<file path="config.mk">
export PLATFORM = sky130hd
export DESIGN_NAME = assoc_tuner
export DESIGN_NICKNAME = d
export VERILOG_FILES = /design/src/cache_store_pkg.sv /design/src/assoc_tuner.sv
export VERILOG_INCLUDE_DIRS = /design/src /design/src/src
export SDC_FILE = /design/constraint.sdc
export NUM_CORES = 1
export LEC_CHECK = 0
export ABC_AREA = 1
export BUFFER_PORTS_ARGS = -buffer_cell sky130_fd_sc_hd__buf_2
export CAP_MARGIN = 20
export CORE_AREA = 2 2 39 41
export DETAILED_ROUTE_END_ITERATION = 8
export DIE_AREA = 0 0 41 43
export MAX_ROUTING_LAYER = met4
export PLACE_DENSITY = 0.58
export SLEW_MARGIN = 20
export SYNTH_ARGS = -nofsm -noshare
export SYNTH_HDL_FRONTEND = slang
export SYNTH_SLANG_ARGS = --single-unit
</file>
<file path="constraint.sdc">
create_clock -name clk -period 1.04 [get_ports clk]
set_clock_uncertainty 0.1 [all_clocks]
set_input_delay 0.208 -clock clk [delete_from_list [all_inputs] [get_ports clk]]
set_output_delay 0.208 -clock clk [all_outputs]
set_load 0.01 [all_outputs]
</file>
<file path="src/cache_macros.svh">
`ifndef CACHE_MACROS_SVH
`define CACHE_MACROS_SVH

// cache geometry
`define CACHE_WAYS        8
`define CACHE_SETS        16
`define CACHE_WAY_BITS    3
`define CACHE_SET_BITS    4
`define CACHE_OFFSET_BITS 5
`define CACHE_TAG_BITS    23
`define CACHE_LINE_BITS   256

// tuner rule
`define TUNE_WINDOW       16   // requests per window
`define TUNE_MISS_LIMIT   8    // misses that trigger a step up

`endif

</file>
<file path="src/cache_store_pkg.sv">
`default_nettype none
`include "cache_macros.svh"

package cache_store_pkg;

    typedef struct packed {
        logic [`CACHE_TAG_BITS-1:0]    tag;
        logic [`CACHE_SET_BITS-1:0]    set;
        logic [`CACHE_OFFSET_BITS-1:0] offset;
    } cache_addr_t;

    typedef struct packed {
        logic                       valid;
        logic                       dirty;
        logic [`CACHE_TAG_BITS-1:0] tag;
    } tag_entry_t;

    // encoded in order of growing associativity
    typedef enum logic [1:0] {
        mode_dm   = 2'd0,
        mode_2way = 2'd1,
        mode_4way = 2'd2,
        mode_8way = 2'd3
    } assoc_mode_t;

endpackage

`default_nettype wire

</file>
<file path="src/assoc_tuner.sv">
`timescale 1ns/1ps
`default_nettype none
`include "cache_macros.svh"

module assoc_tuner (
    input  logic                        clk,
    input  logic                        rst,
    input  logic                        resp,
    input  logic                        miss,
    output cache_store_pkg::assoc_mode_t mode
);

    localparam int CNT_BITS  = $clog2(`TUNE_WINDOW);
    localparam int MISS_BITS = $clog2(`TUNE_WINDOW + 1);   // can count a full window

    logic [CNT_BITS-1:0]  req_cnt;
    logic [MISS_BITS-1:0] miss_cnt;
    logic                 window_end;
    logic                 step_up;

    assign window_end = resp && (req_cnt == CNT_BITS'(`TUNE_WINDOW - 1));
    assign step_up    = window_end && (miss_cnt >= MISS_BITS'(`TUNE_MISS_LIMIT));

    always_ff @(posedge clk) begin
        if (rst) begin
            req_cnt  <= '0;
            miss_cnt <= '0;
            mode     <= cache_store_pkg::mode_dm;
        end else begin
            if (resp) begin
                req_cnt <= window_end ? '0 : req_cnt + 1'b1;
            end
            if (window_end) begin
                miss_cnt <= '0;
            end else if (miss) begin
                miss_cnt <= miss_cnt + 1'b1;
            end
            if (step_up) begin
                case (mode)
                    cache_store_pkg::mode_dm:   mode <= cache_store_pkg::mode_2way;
                    cache_store_pkg::mode_2way: mode <= cache_store_pkg::mode_4way;
                    default:                    mode <= cache_store_pkg::mode_8way;
                endcase
            end
        end
    end

endmodule

`default_nettype wire

</file>
# [Yosys cells after proc, flatten, opt, wreduce, memory -nomap -nowiden]
# Index checks and enable logic that the tools add are counted.
[op_classes] muxes=2 n_reduce_logical=4 n_bitwise=0 mul=0 n_lt_le_gt_ge=1 div=0 n_addsub=2 n_shift=0 n_eq_ne=2
[op_table] operator="$add 5x1->5 const B" n=1
[op_table] operator="$ge 5x4->1 const B" n=1
[op_table] operator="$add 4x1->4 const B" n=1
[op_table] operator="$eq 4x4->1 const B" n=1
[op_table] operator="$mux 4" n=1
[op_table] operator="$pmux 2 s2" n=1
[op_table] operator="$eq 2x1->1 const B" n=1
[op_table] operator="$logic_and 1x1->1" n=2
[op_table] operator="$logic_not 2->1" n=1
[op_table] operator="$reduce_or 2->1" n=1
[word_totals] wordCells=14 latch_bits=0 output_inout_bits=2 in_bits=4 romBits=0 register_bits=11 mem_count=0 ram_bits=0

# [Depth between registers and ports, before layout]
[logic_depth] depth_word=3 ltp_mapped=7

# [Worst setup path before layout]
# OpenSTA, ideal clock, no wires.
[synth_path] path_kind="flip-flop to flip-flop" startpoint="reg req_cnt[0]" endpoint="reg miss_cnt[4]" path_slack_ns=-0.060 t_required_ns=0.827 t_arrival_ns=0.887 synth_period_minus_slack_ns=1.100 stages_incl_launch_ff=7 cell_sequence="dfxtp_1 -> ha_1 -> nand2_2 -> o21ai_4 -> inv_1 -> nand2_1 -> nor2_1"
[synth_via] elab_chain_len=3
[synth_lines] element="start, declared" line_no="assoc_tuner.sv:16" source="logic [CNT_BITS-1:0] req_cnt;"
[synth_lines] element="start signal, assigned" line_no="assoc_tuner.sv:31" source="req_cnt <= window_end ? '0 : req_cnt + 1'b1;"
[synth_lines] element="$eq 4x4->1" line_no="assoc_tuner.sv:21" source="assign window_end = resp && (req_cnt == CNT_BITS'(`TUNE_WINDOW - 1));"
[synth_lines] element="$logic_and 1x1->1" line_no="assoc_tuner.sv:21"
[synth_lines] element="$reduce_or 2->1 (no line)"
[synth_lines] element="end signal, assigned" line_no="assoc_tuner.sv:36" source="miss_cnt <= miss_cnt + 1'b1;"
[synth_lines] element="end, declared" line_no="assoc_tuner.sv:17" source="logic [MISS_BITS-1:0] miss_cnt;"
# No other way between the ends.
# A chain may end at the register's enable or synchronous reset.

# [Worst setup path in the final report]
[layout_path] startpoint="reg req_cnt[1]" endpoint="reg mode[0]"
[layout_via] elab_chain_len=3
[layout_lines] element="$eq 4x4->1" line_no="assoc_tuner.sv:21"
[layout_lines] element="$logic_and 1x1->1" line_no="assoc_tuner.sv:21"
[layout_lines] element="$logic_and 1x1->1" line_no="assoc_tuner.sv:22" source="assign step_up = window_end && (miss_cnt >= MISS_BITS'(`TUNE_MISS_LIMIT));"
[layout_lines] element="end signal, assigned" line_no="assoc_tuner.sv:28" source="mode <= cache_store_pkg::mode_dm;"
[layout_lines] element="end signal, assigned" line_no="assoc_tuner.sv:40" source="cache_store_pkg::mode_dm: mode <= cache_store_pkg::mode_2way;"
[layout_lines] element="end signal, assigned" line_no="assoc_tuner.sv:41" source="cache_store_pkg::mode_2way: mode <= cache_store_pkg::mode_4way;"
[layout_lines] element="end, declared" line_no="assoc_tuner.sv:10" source="output cache_store_pkg::assoc_mode_t mode"
# No other way between the ends.

==> results.md <==
* Critical path class: reg2reg
* Psw at 218 µW
* Routed via count at 441
* Reg2Reg Depth at 6
* Worst vdd rail ir drop at 0.673 mV
* CTS tree: built
* Vias in the first global route at 410
* Die width at 41 µm
* Hpwl dp at 627 µm
* First-pass GRT wire length at 1600 µm
* Initial Utilization at 0.349
* Max clock buf depth at 2
* Reg power frac at 0.522
* Critical Path Start Type: flip-flop
* Die Ht at 43 µm
* Nets at 91
* Final worst slack at -0.0600 ns
* Synth top cells by count: 13 x nand2_1, 13 x nor2_1, 11 x dfxtp_1, 8 x inv_1, 4 x a21oi_1
* Clock sinks at 11
* Post-route ant nets at 0
* Clock transition at path regs at 0.07 ns
* Worst R2R Start: req_cnt[1]$_SDFFE_PP0P_
* Pint at 648 µW
* Initial antenna violation count at 0
* Cells after synthesis at 63
* Synth area leader: dfxtp_1
* Min-delay src: rst
* Syn_nets at 69
* Synth Register Bits at 11
* Die area at 1760 µm²
* Core Rows at 14
* Setup TNS at -0.304 ns
* F_max at 0.909 GHz
* Max-cap violations at 0
* Total Wirelength at 970 µm
* Crit path launch: req_cnt[1]$_SDFFE_PP0P_
* Max Fanout on Critical Path at 3
* Netlist Area Pre-Place at 483 µm²
* Total global-route track usage at 0.147
* Drt pass-1 iters at 4
* Port bufs at 5
* Share of the clock period used by the worst path at 1.06
* Outcome: finished with violations
* Initial DRC Count at 9
* Worst-skew pair later-pin latency at 0.27 ns
* Post-synth top area share at 0.456
* Post-synth EDFFs at 0
* Crit path DAT at 1.17 ns
* CTS Root Cell: clkbuf_4
* Failing checks: negative setup slack
* Library cells used by synthesis at 14
* YS warnings at 0
* Finish-stage setup viols at 10
* PwrDens at 1170 nW/µm²
* CP endpoint kind: flip-flop
* Max-slew headroom at 0.890
* RePlAce Congestion at 0.731
* RSZ-0062 raised after global routing: true
* Comb pwr share at 0.124
* Synth-to-layout area growth at 53.1%
* Max Slew Vio Count at 0
* Synth top area cells: dfxtp_1 46%, nand2_1 10%, nor2_1 10%, inv_1 6.2%, ha_1 5.2%
* # diodes at 0
* Final hold slack at 0.153 ns
* Final-report hold violation count at 0
* Synthesized area per cell at 7.67 µm²
* Number of fill cells at 137
* Switching Share at 0.252
* Pin count of the biggest net entering global routing at 7
* Leakage Power at 0.000313 µW
* WL/cell at 9.70 µm
* Post-synth ARST share at 0
* Io pins at 6
* Grt ovf at 0
* Slew @ Worst Pin at 0.164 ns
* HP Class: in2reg
* Worst Path Required at 1.11 ns
* Share of cells above drive strength 1 at 0.452
* DRC errors left at 0
* Number of clock buffers inserted by TritonCTS at 3
* Minimum clock period after layout at 1.10 ns
* Power share of the clock group at 0.354
* CTS H-tree depth at 1
* Avg Vias per Cell at 4.41
* Post-synthesis sequential area ratio at 0.456
* Core region area at 1380 µm²
* Hold Crit Depth at 4
* Top FF cell, synth: dfxtp_1
[through the flow]
stage | setup WS (ns) | util | instance area [µm²] | power (µW) | cells
after floorplan | -0.0330 | - | 503 | 500 | 63
after global placement | -0.0944 | 0.434 | 601 | 538 | 91
after detailed placement | -0.100 | 0.434 | 601 | 541 | 91
after CTS | -0.0449 | 0.506 | 701 | 867 | 99
after global routing | -0.116 | 0.534 | 739 | 907 | 100
final | -0.0600 | 0.534 | 739 | 867 | 100
[registers in the layout (all words and copies together), names as in the netlist]
signal / flops
mode: 2
req_cnt: 4
miss_cnt: 5
[cell usage in the layout (no fill, tap or decap), types with 2 or more instances in the layout]
cell type,netlist,layout
inv_1,8,8
ha_4,0,2
buf_4,0,10
buf_2,0,3
nand3_2,0,2
nand2_1,13,12
dfxtp_2,0,6
buf_6,0,3
nor2_1,13,12
dfxtp_1,11,5
clkbuf_4,0,3
a21oi_1,4,3
nor3b_2,0,3
[final cells by class]
type	instances	area [µm²]	area share
clock buffer	4	26.3	0.0355
inverter	8	30.0	0.0406
multi-input combinational	44	302	0.408
sequential	11	228	0.308
tap	16	20.0	0.0271
timing repair buffer	17	134	0.181
[logic make-up (layout without fill, tap and decap cells)]
logic type	Yosys count	after routing	share of synthesized area
mux	1	1	0.0207
buf+inv	8	29	0.0622
xor+xnor	1	1	0.0181
simple gates	33	33	0.295
flops	11	11	0.456
compound gates	7	7	0.0959
fa+ha+maj	2	2	0.0518
[routing by layer]
metal	global-route usage	wire length, µm	up-vias
li1	-	-	237
met1	0.173	434	193
met2	0.194	467	6
met3	0.0314	27	5
met4	0.140	41	0
met5	-	0	-
[power by group through the flow]
stage               clock [µW]  sequential, µW  combinational, µW
CTS                        308             452                107
global route               331             455                122
global placement             0             459               79.8
finish                     307             452                108
floorplan                    0             458               41.8
detailed placement           0             458               82.9
[path summary, 6_finish.rpt]
path                            slack (ns)              endpoint
worst max-delay path                 -0.06  mode[0]$_SDFFE_PP0P_
worst min-delay path                  0.15  mode[0]$_SDFFE_PP0P_
worst max register to register       -0.06  mode[0]$_SDFFE_PP0P_
worst min register to register        0.37  mode[1]$_SDFFE_PP0P_
[worst max-delay path: stages, from the launching register on]
cell and delay (ns):
dfxtp_2 0.35, ha_4 0.14, nand2_4 0.06, nor2_4 0.11, nand3_2 0.09, nor2_1 0.09, nor2_1 0.05
[repair_timing]
item | in CTS | in global routing
hold endpoints to repair | 1 | 0
hold buffers | 1 | 0
buffers inserted | 3 | 1
endpoints found under the setup margin | 11 | 12
pin swaps | 3 | 2
resized for setup | 11 | 8
cloned | 0 | 0
Power figures use the tool's default switching activity.
