`config.mk`:
```
export PLATFORM = sky130hd
export DESIGN_NAME = cache_fsm_flat
export DESIGN_NICKNAME = d
export VERILOG_FILES = /design/src/cache_ctrl_pkg.sv /design/src/cache_if.sv /design/src/cache_fsm.sv /design/src/flat_wrapper.sv
export VERILOG_INCLUDE_DIRS = /design/src /design/src/src
export SDC_FILE = /design/constraint.sdc
export NUM_CORES = 1
export LEC_CHECK = 0
export ABC_CLOCK_PERIOD_IN_PS = 1200
export BUFFER_PORTS_ARGS = -buffer_cell sky130_fd_sc_hd__clkbuf_2
export CAP_MARGIN = 15
export CORE_AREA = 2 2 39 41
export DETAILED_ROUTE_END_ITERATION = 16
export DIE_AREA = 0 0 41 43
export GPL_TIMING_DRIVEN = 0
export PLACE_DENSITY = 0.53
export SYNTH_ARGS = -nofsm -noshare
export SYNTH_HDL_FRONTEND = slang
export SYNTH_SLANG_ARGS = --single-unit
```
`constraint.sdc`:
```
create_clock -name clk -period 1.2 [get_ports clk]
set_clock_uncertainty 0.15 [all_clocks]
set_input_delay 0.12 -clock clk [delete_from_list [all_inputs] [get_ports clk]]
set_output_delay 0.12 -clock clk [all_outputs]
set_load 0.05 [all_outputs]
```
`src/cache_macros.svh`:
```
`ifndef CACHE_MACROS_SVH
`define CACHE_MACROS_SVH

// cache geometry
`define CACHE_WAYS        8
`define CACHE_SETS        16
`define CACHE_WAY_BITS    3
`define CACHE_SET_BITS    4
`define CACHE_OFFSET_BITS 5
`define CACHE_TAG_BITS    23
`define CACHE_LINE_BITS   256

// tuner rule
`define TUNE_WINDOW       16   // requests per window
`define TUNE_MISS_LIMIT   8    // misses that trigger a step up

`endif

```
`src/cache_ctrl_pkg.sv`:
```
`default_nettype none

package cache_ctrl_pkg;

    typedef enum logic [2:0] {
        st_idle,
        st_compare,
        st_writeback,
        st_refill,
        st_respond
    } ctrl_state_t;

    typedef enum logic [1:0] {
        op_none,
        op_read,
        op_write
    } mem_op_t;

endpackage

`default_nettype wire

```
`src/cache_if.sv`:
```
`timescale 1ns/1ps
`default_nettype none
`include "cache_macros.svh"

interface cache_if;

    logic                       fill_en;      // write whole refilled line
    logic                       cpu_wen;      // merge cpu store bytes
    logic                       touch;        // plru update
    logic                       hit;
    logic                       victim_dirty; // victim needs writeback
    logic [`CACHE_TAG_BITS-1:0] victim_tag;

    modport ctrl (
        output fill_en, cpu_wen, touch,
        input  hit, victim_dirty, victim_tag
    );

    modport store (
        input  fill_en, cpu_wen, touch,
        output hit, victim_dirty, victim_tag
    );

endinterface

`default_nettype wire

```
`src/cache_fsm.sv`:
```
`timescale 1ns/1ps
`default_nettype none

module cache_fsm (
    input  logic                    clk,
    input  logic                    rst,
    input  logic                    req,       // cpu strobe
    input  logic                    is_write,
    input  logic                    mem_resp,
    cache_if.ctrl                   ctl,
    output cache_ctrl_pkg::mem_op_t mem_op,
    output logic                    resp,
    output logic                    miss
);

    cache_ctrl_pkg::ctrl_state_t state;
    cache_ctrl_pkg::ctrl_state_t state_next;

    always_ff @(posedge clk) begin
        if (rst) begin
            state <= cache_ctrl_pkg::st_idle;
        end else begin
            state <= state_next;
        end
    end

    always_comb begin
        state_next  = state;
        mem_op      = cache_ctrl_pkg::op_none;
        ctl.fill_en = 1'b0;
        ctl.cpu_wen = 1'b0;
        ctl.touch   = 1'b0;
        resp        = 1'b0;
        miss        = 1'b0;
        case (state)
            cache_ctrl_pkg::st_idle: begin
                if (req) state_next = cache_ctrl_pkg::st_compare;
            end
            cache_ctrl_pkg::st_compare: begin
                if (ctl.hit) begin
                    ctl.touch   = 1'b1;
                    ctl.cpu_wen = is_write;   // store lands before the response
                    state_next  = cache_ctrl_pkg::st_respond;
                end else begin
                    // second compare after a fill always hits, so this fires once
                    miss       = 1'b1;
                    state_next = ctl.victim_dirty ? cache_ctrl_pkg::st_writeback
                                                  : cache_ctrl_pkg::st_refill;
                end
            end
            cache_ctrl_pkg::st_writeback: begin
                mem_op = cache_ctrl_pkg::op_write;
                if (mem_resp) state_next = cache_ctrl_pkg::st_refill;
            end
            cache_ctrl_pkg::st_refill: begin
                mem_op = cache_ctrl_pkg::op_read;
                if (mem_resp) begin
                    ctl.fill_en = 1'b1;       // dfp_rdata only valid now
                    state_next  = cache_ctrl_pkg::st_compare;
                end
            end
            cache_ctrl_pkg::st_respond: begin
                resp       = 1'b1;
                state_next = cache_ctrl_pkg::st_idle;
            end
            default: state_next = cache_ctrl_pkg::st_idle;
        endcase
    end

endmodule

`default_nettype wire

```
`src/flat_wrapper.sv`:
```
// flat-port wrapper written by rule: the top's interface ports become plain ports
module cache_fsm_flat 
  (clk, rst, req, is_write, mem_resp, mem_op, resp, miss, ctl_fill_en, ctl_cpu_wen, ctl_touch, ctl_hit, ctl_victim_dirty, ctl_victim_tag);
  cache_if ctl_i ();
  input  logic clk;
  input  logic rst;
  input  logic req;
  input  logic is_write;
  input  logic mem_resp;
  output cache_ctrl_pkg::mem_op_t mem_op;
  output logic resp;
  output logic miss;
  output wire logic [$bits(ctl_i.fill_en)-1:0] ctl_fill_en;
  output wire logic [$bits(ctl_i.cpu_wen)-1:0] ctl_cpu_wen;
  output wire logic [$bits(ctl_i.touch)-1:0] ctl_touch;
  input wire logic [$bits(ctl_i.hit)-1:0] ctl_hit;
  input wire logic [$bits(ctl_i.victim_dirty)-1:0] ctl_victim_dirty;
  input wire logic [$bits(ctl_i.victim_tag)-1:0] ctl_victim_tag;
  assign ctl_fill_en = ctl_i.fill_en;
  assign ctl_cpu_wen = ctl_i.cpu_wen;
  assign ctl_touch = ctl_i.touch;
  assign ctl_i.hit = ctl_hit;
  assign ctl_i.victim_dirty = ctl_victim_dirty;
  assign ctl_i.victim_tag = ctl_victim_tag;
  cache_fsm u_core (.clk(clk), .rst(rst), .req(req), .is_write(is_write), .mem_resp(mem_resp), .ctl(ctl_i), .mem_op(mem_op), .resp(resp), .miss(miss));
endmodule
```
Yosys cells after proc, flatten, opt, wreduce, memory -nomap -nowiden:

Cells that the tools add are included.

* word-level logic and storage cells: 26
* output and inout bits: 7
* bits in registers: 3
* input bits: 30

* mux-type cells: 16
* reductions and logical operators: 2
* equality and inequality tests: 7

Operators with widths (count)
* 3-bit 2-to-1 mux: 4
* 3-bit case mux with 4 select lines: 1
* 1-bit 2-to-1 mux: 10
* 3-bit by 2-bit equality test with 1-bit output, second input constant: 2
* 2-bit inequality test, second input constant: 3
* 2-bit case mux with 2 select lines: 1
* 3-bit by 1-bit equality test with 1-bit output, second input constant: 1
* 3-bit equality test, second input constant: 1
* 3-bit zero test: 1
* 3-bit AND reduction: 1

Logic depth before layout (Yosys ltp):

Gate-level depths: netlist of the first run.

* word-level depth: 3
* mapped depth: 2
* gate-level depth less buffers: 2

Least setup slack after synthesis of the first run:

OpenSTA, ideal clock, no wires.

* kind: flip-flop to output port
* from: register u_core.state[0]
* to: output port miss
* buffers on the path: 0
* arrival time: 2053 ps
* data required time: 930 ps
* slack: -1123 ps
* cell stages (with the launch flop): 2
* cell sequence: dfxtp_1 > nor4b_1

* cells in the longest elaborated chain, start to end: 2

RTL lines
* start, declared: line cache_fsm.sv:16 `cache_ctrl_pkg::ctrl_state_t state;`
* start signal, assigned: line cache_fsm.sv:21 `state <= cache_ctrl_pkg::st_idle;`
* start signal, assigned: line cache_fsm.sv:23 `state <= state_next;`
* 3-bit by 1-bit equality test with 1-bit output: line cache_fsm.sv:35 `case (state)`
* 1-bit 2-to-1 mux: line cache_fsm.sv:35
* end, declared: line flat_wrapper.sv:12 `output logic miss;`

No other way between the ends.

Final worst setup path of the first run:

* from: register u_core.state[1]
* to: output port ctl_cpu_wen

* cells in the longest elaborated chain, start to end: 2

RTL lines
* 3-bit by 1-bit equality test with 1-bit output: line cache_fsm.sv:35
* 1-bit 2-to-1 mux: line cache_fsm.sv:35
* end, declared: line flat_wrapper.sv:14 `output wire logic [$bits(ctl_i.cpu_wen)-1:0] ctl_cpu_wen;`

No other way between the ends.

==> results.py, run 1 <==
metrics = {
    "drt": {
        "routedWlPerCell_um": 11.40,
        "drc": 0,
        "via_count": 262,
        "final_antenna_net_count": 0,
        "routed_wl_um": 707,
        "drtIter0Drc": 8,
        "detail_route.vias_per_cell": 4.226,
        "drt-pass1-iter-count": 4,
    },
    "finish": {
        "syn2layout_area_growth_pct": 189.3,
        "drive_above_1_share_pct": 76.09,
        "fin_nets": 77,
        "largest_reg_flops": 3,
        "final_util_pct": 39.24,
        "fillers": 149,
        "top_register": "u_core.state",
        "top_regs": "u_core.state x3",
        "diodes": 0,
    },
    "cts": {
        "clockRootBuffer": "clkbuf_4",
        "cts_inserted_buffers": 3,
        "h-tree-depth": 1,
        "clk_pin_slew_worst_paths_ps": 40,
        "clock_latency_ps": 230,
        "cts_sinks": 3,
        "cts_tree": "yes",
        "clockBufferDepth": 2,
    },
    "yosys": {
        "synth.top_cell.area_share_pct": 32.00,
        "yosysSeqAreaShare_pct": 32.00,
        "netlist_instances": 19,
        "ys_warn_count": 0,
        "synthDistinctLibCells": 12,
        "ys_top_cells_by_area": "dfxtp_1 (32%), nor3b_1 (16%), and4bb_4 (8.7%)",
        "syn_avg_cell_area_um2": 9.878,
        "synth_fp_nets": 49,
        "ys_seq_elements": 3,
        "synth_area_leader_cell": "dfxtp_1",
        "syn_area_um2": 187.7,
    },
    "sta": {
        "tns_ps": -1681,
        "hold_violations": 0,
        "finalSetupViolations": 8,
        "rsz0062_at_grt": "yes",
        "min_period_ps": 1499,
        "fin_crit_sh_pct": 124.9,
        "slew_viol_final": 0,
        "clock.fmax_mhz": 667.3,
        "relSlewSlack_pct": 86.72,
        "tightest_slew_ps": 198.4,
        "setup_slack_ps": -298.5,
    },
    "run_status": {
        "violations": "setup timing",
        "status": "complete, but fails checks",
    },
    "setup_path": {
        "cp-start-kind": "flop",
        "r2r_cells": 3,
        "cp-end-kind": "output port",
        "path_depth": 3,
        "critical-path-top-delay-family": "simple AND/OR/NAND/NOR gates",
        "slowest_stage": "dfxtp_4",
        "worstPathRequired_ps": 930,
        "crit_fanout": 5,
        "cp_cell_sequence": "and4bb_4 > and2_4 > clkbuf_16",
        "arrival_ps": 1230,
        "r2r_setup_slack_ps": -40,
        "cp_slowest_stage_delay_ps": 360,
        "path_class": "flop to output port",
        "cp.buffers_inverters": 1,
    },
    "floorplan": {
        "start_util_pct": 13.56,
        "num_io_pins": 37,
        "fp.dieW_um": 41,
        "dieArea_um2": 1763,
        "num_rows": 14,
        "core-area_um2": 1384,
        "die_height_um": 43,
    },
    "pwr": {
        "peakVddDrop_uv": 369.8,
        "p_per_area_nw_per_um2": 873.7,
        "p_leak_nw": 0.2351,
    },
    "place": {
        "gp_congestion": 0.6483,
        "hpwl_um": 378.6,
        "port_buffers": 13,
    },
    "worst_hold_path": {
        "min_delay_path_depth": 3,
        "hp-class": "input pin to flop",
    },
    "global_routing": {
        "track_usage_pct": 9.619,
        "first_global_vias": 287,
        "grt_overflow": 0,
        "grt_pass1_wl_mm": 1.090,
        "grt_max_degree": 7,
        "antenna_found_initial": 0,
    },
    "run": {
        "drv_cap": 0,
    },
}
-- what timing repair did --
| item | 4_1_cts | 5_1_grt |
|---|---|---|
| hold endpoints to repair | 1 | 0 |
| gates resized for setup | 21 | 6 |
| buffers inserted | 7 | 2 |
| pin swaps | 3 | 1 |
| endpoints found under the setup margin | 8 | 9 |
| hold buffers | 1 | 0 |
-- worst paths after layout --
| kind | start | to |
|---|---|---|
| setup / recovery | u_core.state[1] | ctl_cpu_wen |
| hold / removal | req | u_core.state[0] |
| setup reg to reg | u_core.state[1] | u_core.state[0] |
| hold reg to reg | u_core.state[2] | u_core.state[1] |
-- power by group --
part	switching, W	total, W	internal [W]
clock network	0.0000530	0.000178	0.000125
registers	0.0000149	0.000121	0.000106
logic	0.0000734	0.000176	0.000102
total	0.000141	0.000474	0.000333
-- per-stage QoR --
step	power (W)	setup slack, ps	hold WS [ps]	instance area (um^2)	cells
finish	0.0004744	-298.5	116.3	543.0	62
global route	0.0004999	-321.4	142.1	543.0	62
CTS	0.0004646	-300.0	111.9	506.7	60
detailed placement	0.0002262	-181.4	146.2	321.6	48
global placement	0.0002255	-178.0	143.9	321.6	48
floorplan	0.0001984	-156.5	34.20	236.5	19
-- area by class of cell --
class	count	area [um^2]	area share, %
sequential	3	71.32	13.13
timing repair buffer	23	255.2	47.00
multi-input combinational	16	170.2	31.34
tap	16	20.02	3.687
clock buffer	4	26.28	4.839
-- cells in the mapped netlist, drive strengths merged --
cell type and instances:
a21boi 1, and2 2, and3b 1, and4bb 1
dfxtp 3, nor2 1, nor2b 2, nor3b 4
nor4b 1, o21a 1, o311a 1, or3b 1
-- worst min-delay path, cell delays in order --
cell and delay (ps):
clkbuf_2 70, nor2b_1 120, o311a_1 150
-- cells in the final DEF (no fill, tap or decap), drive strengths merged --
master       count
dlygate4sd3      1
o21a             1
nor3b            4
and4bb           1
nor2b            2
and3b            1
a21boi           1
dfxtp            3
nor4b            1
and2             2
or3b             1
o311a            1
nor2             1
clkbuf          13
buf             13
-- routing by layer --
| metal | GRT usage, % | vias to the layer above | wire [um] |
|---|---|---|---|
| met3 | 1.571 | 0 | 55 |
| met2 | 15.63 | 13 | 404 |
| met5 | 0 | - | 0 |
| li1 | - | 128 | - |
| met4 | 8.000 | 0 | 0 |
| met1 | 9.904 | 121 | 247 |
-- logic make-up (layout without fill, tap and decap cells) --
kind of cell | count (synthesis) | after routing | share of synthesized area (%)
DFF | 3 | 3 | 32.00
and+or+nand+nor | 13 | 13 | 54.67
AOI/OAI and AO/OA | 3 | 3 | 13.34
buffers and inverters | 0 | 27 | 0
Note: power is estimated with default switching activity, not from simulation.
==> run 2, diff against run 1 <==
ABC_CLOCK_PERIOD_IN_PS = 1600   (was 1200)
PLACE_DENSITY = 0.51   (was 0.53)
clock period = 1.6 ns   (was 1.2 ns; I/O delays follow)
==> results.py, run 2 (same netlist as run 1, synthesis figures left out) <==
metrics = {
    "global_routing": {
        "track_usage_pct": 6.928,
        "antenna_found_initial": 0,
        "grt_max_degree": 11,
        "grt_pass1_wl_um": 786,
        "grt_overflow": 0,
        "first_global_vias": 208,
    },
    "sta": {
        "tightest_slew_ps": 282.1,
        "min_period_ps": 1532,
        "timing.hold.ws_ps": 153.7,
        "rsz0062_at_grt": "no",
        "fin_crit_sh_pct": 95.75,
        "relSlewSlack_pct": 81.27,
        "setup_slack_ps": 67.96,
        "hold_violations": 0,
        "clock.fmax_mhz": 652.7,
        "slew_viol_final": 0,
        "finalSetupViolations": 0,
    },
    "floorplan": {
        "dieArea_um2": 1763,
        "core-area_um2": 1384,
        "start_util_pct": 13.56,
        "fp.dieW_um": 41,
        "die_height_um": 43,
        "num_io_pins": 37,
        "num_rows": 14,
    },
    "drt": {
        "routedWlPerCell_um": 9.377,
        "detail_route.vias_per_cell": 3.906,
        "drt-pass1-iter-count": 2,
        "routed_wl_um": 497,
        "final_antenna_net_count": 0,
        "via_count": 207,
        "drc": 0,
        "drtIter0Drc": 2,
    },
    "place": {
        "hpwl_um": 375.2,
        "gp_congestion": 0.6214,
        "port_buffers": 13,
        "dp.cells": 48,
        "dpl_cell_area_um2": 289.0,
        "place_ws_ps": 146.6,
    },
    "finish": {
        "diodes": 0,
        "final_common_cell": "clkbuf_2",
        "syn2layout_area_growth_pct": 81.33,
        "top_regs": "u_core.state x3",
        "fillers": 161,
        "design_area_um2": 340.3,
        "largest_reg_flops": 3,
        "fin_nets": 68,
        "drive_above_1_share_pct": 64.86,
        "layout_common_cells": "clkbuf_2 (11), clkbuf_4 (4), dfxtp_2 (3)",
        "top_register": "u_core.state",
        "layoutNonFillerInstCount": 53,
    },
    "pwr": {
        "p_switching_w": 0.00008914,
        "p_seq_share_pct": 31.8,
        "peakVddDrop_uv": 286.9,
        "p_per_area_nw_per_um2": 862.4,
        "clock_power_share_pct": 44.9,
        "comb_power_share_pct": 23.3,
        "sw_frac_of_total_pct": 30.37,
        "p_leak_nw": 0.1551,
        "internal_power_w": 0.0002043,
    },
    "cts": {
        "clk_pin_slew_worst_paths_ps": 40,
        "clock_latency_ps": 230,
        "clockRootBuffer": "clkbuf_4",
        "postCtsSetupBuffers": 0,
        "clockBufferDepth": 2,
        "cts_tree": "yes",
        "cts_inserted_buffers": 3,
        "cts_sinks": 3,
        "h-tree-depth": 1,
    },
    "run_status": {
        "status": "complete, no violations",
    },
    "setup_path": {
        "arrival_ps": 1220,
        "cp-end-kind": "output port",
        "worstPathRequired_ps": 1290,
        "cp-start-kind": "flop",
        "path_class": "flop to output port",
        "crit_fanout": 6,
    },
    "run": {
        "drv_cap": 0,
    },
    "worst_hold_path": {
        "hp-class": "input pin to flop",
    },
}
## run 2: power by group through the flow
| stage | Sequential (W) | Clock, W | Combinational (W) |
|---|---|---|---|
| after detailed placement | 0.0000933 | 0 | 0.0000653 |
| after floorplan | 0.0000904 | 0 | 0.0000481 |
| after CTS | 0.0000926 | 0.000140 | 0.0000692 |
| after global placement | 0.0000928 | 0 | 0.0000652 |
| final | 0.0000934 | 0.000132 | 0.0000683 |
| after global routing | 0.0000958 | 0.000148 | 0.0000738 |
## run 2: layout make-up
type	instances	area, um^2	share of cell area, %
well taps	16	20.02	5.882
multi-input cells	16	143.9	42.28
clock buffers	4	26.28	7.721
flip-flops and latches	3	63.81	18.75
repair buffers	14	86.33	25.37
## run 2: metrics by stage
step	power, W	utilization [%]	setup TNS [ps]
2_1_floorplan	0.0001385	-	-99.08
3_3_place_gp	0.0001580	20.89	0
3_5_place_dp	0.0001586	20.89	0
4_1_cts	0.0003017	24.41	0
5_1_grt	0.0003177	24.59	0
6_report	0.0002935	24.59	0
## run 2: critical path, stage by stage (launching register included)
cell and delay [ps]:
dfxtp_2 340, and4bb_4 340, and2_1 140, clkbuf_8 180
## run 2: final timing paths
check | slack (ps) | from | cells after the start | endpoint
setup / recovery | 70 | u_core.state[2] | 3 | ctl_cpu_wen
hold / removal | 150 | req | 3 | u_core.state[0]
setup reg to reg | 450 | u_core.state[1] | 2 | u_core.state[0]
hold reg to reg | 430 | u_core.state[2] | 2 | u_core.state[1]
## run 2: timing repair
action | in CTS | in global routing
hold endpoints to repair | 1 | 0
setup endpoints to repair | 3 | 5
hold buffers | 1 | 0
pin swaps | 0 | 0
gates resized for setup | 4 | 2
## run 2: per-layer routing
layer / vias up / global-route usage, % / wire, um
li1: 107 / - / -
met1: 86 / 7.717 / 236
met2: 14 / 9.375 / 194
met3: 0 / 3.141 / 65
met4: 0 / 6.000 / 0
met5: - / 0 / 0
==> run 3, diff against run 2 <==
REMOVE_ABC_BUFFERS = 1   (was unset)
==> results.py, run 3 (same netlist as run 1, synthesis figures left out) <==
metrics = {
    "run_status": {
        "status": "complete, no violations",
    },
    "cts": {
        "clk_pin_slew_worst_paths_ps": 40,
        "cts_tree": "yes",
        "clockBufferDepth": 2,
        "cts_sinks": 3,
        "clock_latency_ps": 230,
        "clockRootBuffer": "clkbuf_4",
        "cts_inserted_buffers": 3,
        "h-tree-depth": 1,
    },
    "floorplan": {
        "core-area_um2": 1384,
        "start_util_pct": 13.56,
        "num_rows": 14,
        "num_io_pins": 37,
        "dieArea_um2": 1763,
        "fp.dieW_um": 41,
        "die_height_um": 43,
    },
    "global_routing": {
        "gr-usage-met2_pct": 8.125,
        "first_global_vias": 179,
        "track_usage_pct": 6.413,
        "use_met3_pct": 3.141,
        "grt_max_degree": 11,
        "grt_pass1_wl_um": 683,
        "antenna_found_initial": 0,
        "top_usage_layer": "met2",
        "grt_overflow": 0,
        "met1_usage_pct": 6.390,
    },
    "drt": {
        "drc": 0,
        "detail_route.vias_per_cell": 4.038,
        "routedWlPerCell_um": 8.528,
        "drtIter0Drc": 2,
        "via_count": 214,
        "routed_wl_um": 452,
        "drt-pass1-iter-count": 4,
        "final_antenna_net_count": 0,
    },
    "sta": {
        "rsz0062_at_grt": "no",
        "relSlewSlack_pct": 81.62,
        "min_period_ps": 1546,
        "setup_slack_ps": 53.71,
        "hold_violations": 0,
        "slew_viol_final": 0,
        "clock.fmax_mhz": 646.7,
        "tightest_slew_ps": 276.9,
        "finalSetupViolations": 0,
        "fin_crit_sh_pct": 96.64,
    },
    "finish": {
        "drive_above_1_share_pct": 54.05,
        "syn2layout_area_growth_pct": 68.67,
        "layout_common_cells": "clkbuf_2 (11), nor3b_1 (4), clkbuf_4 (4)",
        "largest_reg_flops": 3,
        "diodes": 0,
        "top_regs": "u_core.state x3",
        "top_register": "u_core.state",
        "final_common_cell": "clkbuf_2",
        "fin_nets": 68,
    },
    "worst_hold_path": {
        "hp-class": "input pin to flop",
    },
    "setup_path": {
        "cp-start-kind": "flop",
        "path_class": "flop to output port",
        "arrival_ps": 1240,
        "cp-end-kind": "output port",
        "worstPathRequired_ps": 1290,
        "crit_fanout": 6,
    },
    "place": {
        "place_ws_ps": 189.5,
        "gp_congestion": 0.6075,
        "port_buffers": 13,
    },
    "pwr": {
        "totalPowerFinal_w": 0.0002885,
        "p_per_area_nw_per_um2": 911.5,
        "peakVddDrop_uv": 410.2,
        "p_leak_nw": 0.1447,
    },
    "run": {
        "drv_cap": 0,
    },
}
[run 3: cell types whose count changed in the layout (fill, tap and decap cells not counted)]
cell / change
nor3b_1: +2
nor3b_2: -2
buf_4: +1
clkbuf_8: -1
dfxtp_1: +1
dfxtp_2: -1
nor4b_1: +1
nor4b_2: -1
[run 3: per-stage QoR]
stage                     setup TNS [ps]  util [%]  hold slack [ps]  std cells  area, um^2
after CTS                              0     22.60            151.6         53       312.8
after floorplan                    -1301         -            81.61         19       187.7
after global routing                   0     22.88            161.9         53       316.6
final                                  0     22.88            154.4         53       316.6
after detailed placement               0     19.71            193.6         48       272.8
after global placement                 0     19.71            193.1         48       272.8
[run 3: final timing paths]
kind,from,slack (ps),to,cells after the start
setup reg to reg,u_core.state[1],470,u_core.state[0],2
hold / removal,req,150,u_core.state[0],3
setup / recovery,u_core.state[2],50,ctl_cpu_wen,3
hold reg to reg,u_core.state[1],440,u_core.state[0],1
[run 3: metal layers]
| layer | part of all wire [%] | vias to the layer above |
|---|---|---|
| li1 | - | 109 |
| met1 | 52 | 87 |
| met2 | 32 | 16 |
| met3 | 12 | 2 |
| met4 | 3.3 | 0 |
| met5 | 0 | - |
[run 3: worst max-delay path: stages, from the launching register on]
cell      delay [ps]
dfxtp_1          340
and4bb_4         350
and2_1           130
buf_4            190
[run 3: layout make-up]
class                           instances  area [um^2]
Fill cell                             148         1067
Multi-Input combinational cell         16        127.6
Timing Repair Buffer                   14        80.08
Sequential cell                         3        62.56
Clock buffer                            4        26.28
Tap cell                               16        20.02
[run 3: repair_timing]
action	CTS	global route
setup buffers	0	0
gates resized for setup	2	4
hold buffers	1	0
endpoints found under the hold margin	1	0
setup endpoints to repair	2	3
pin swaps	0	0
[run 3: where the power goes]
part           leakage (nW)  switching (W)  internal [W]
logic                 0.104      0.0000391     0.0000268
clock network        0.0150      0.0000384     0.0000934
registers            0.0253     0.00000921     0.0000816
total                 0.145      0.0000867      0.000202
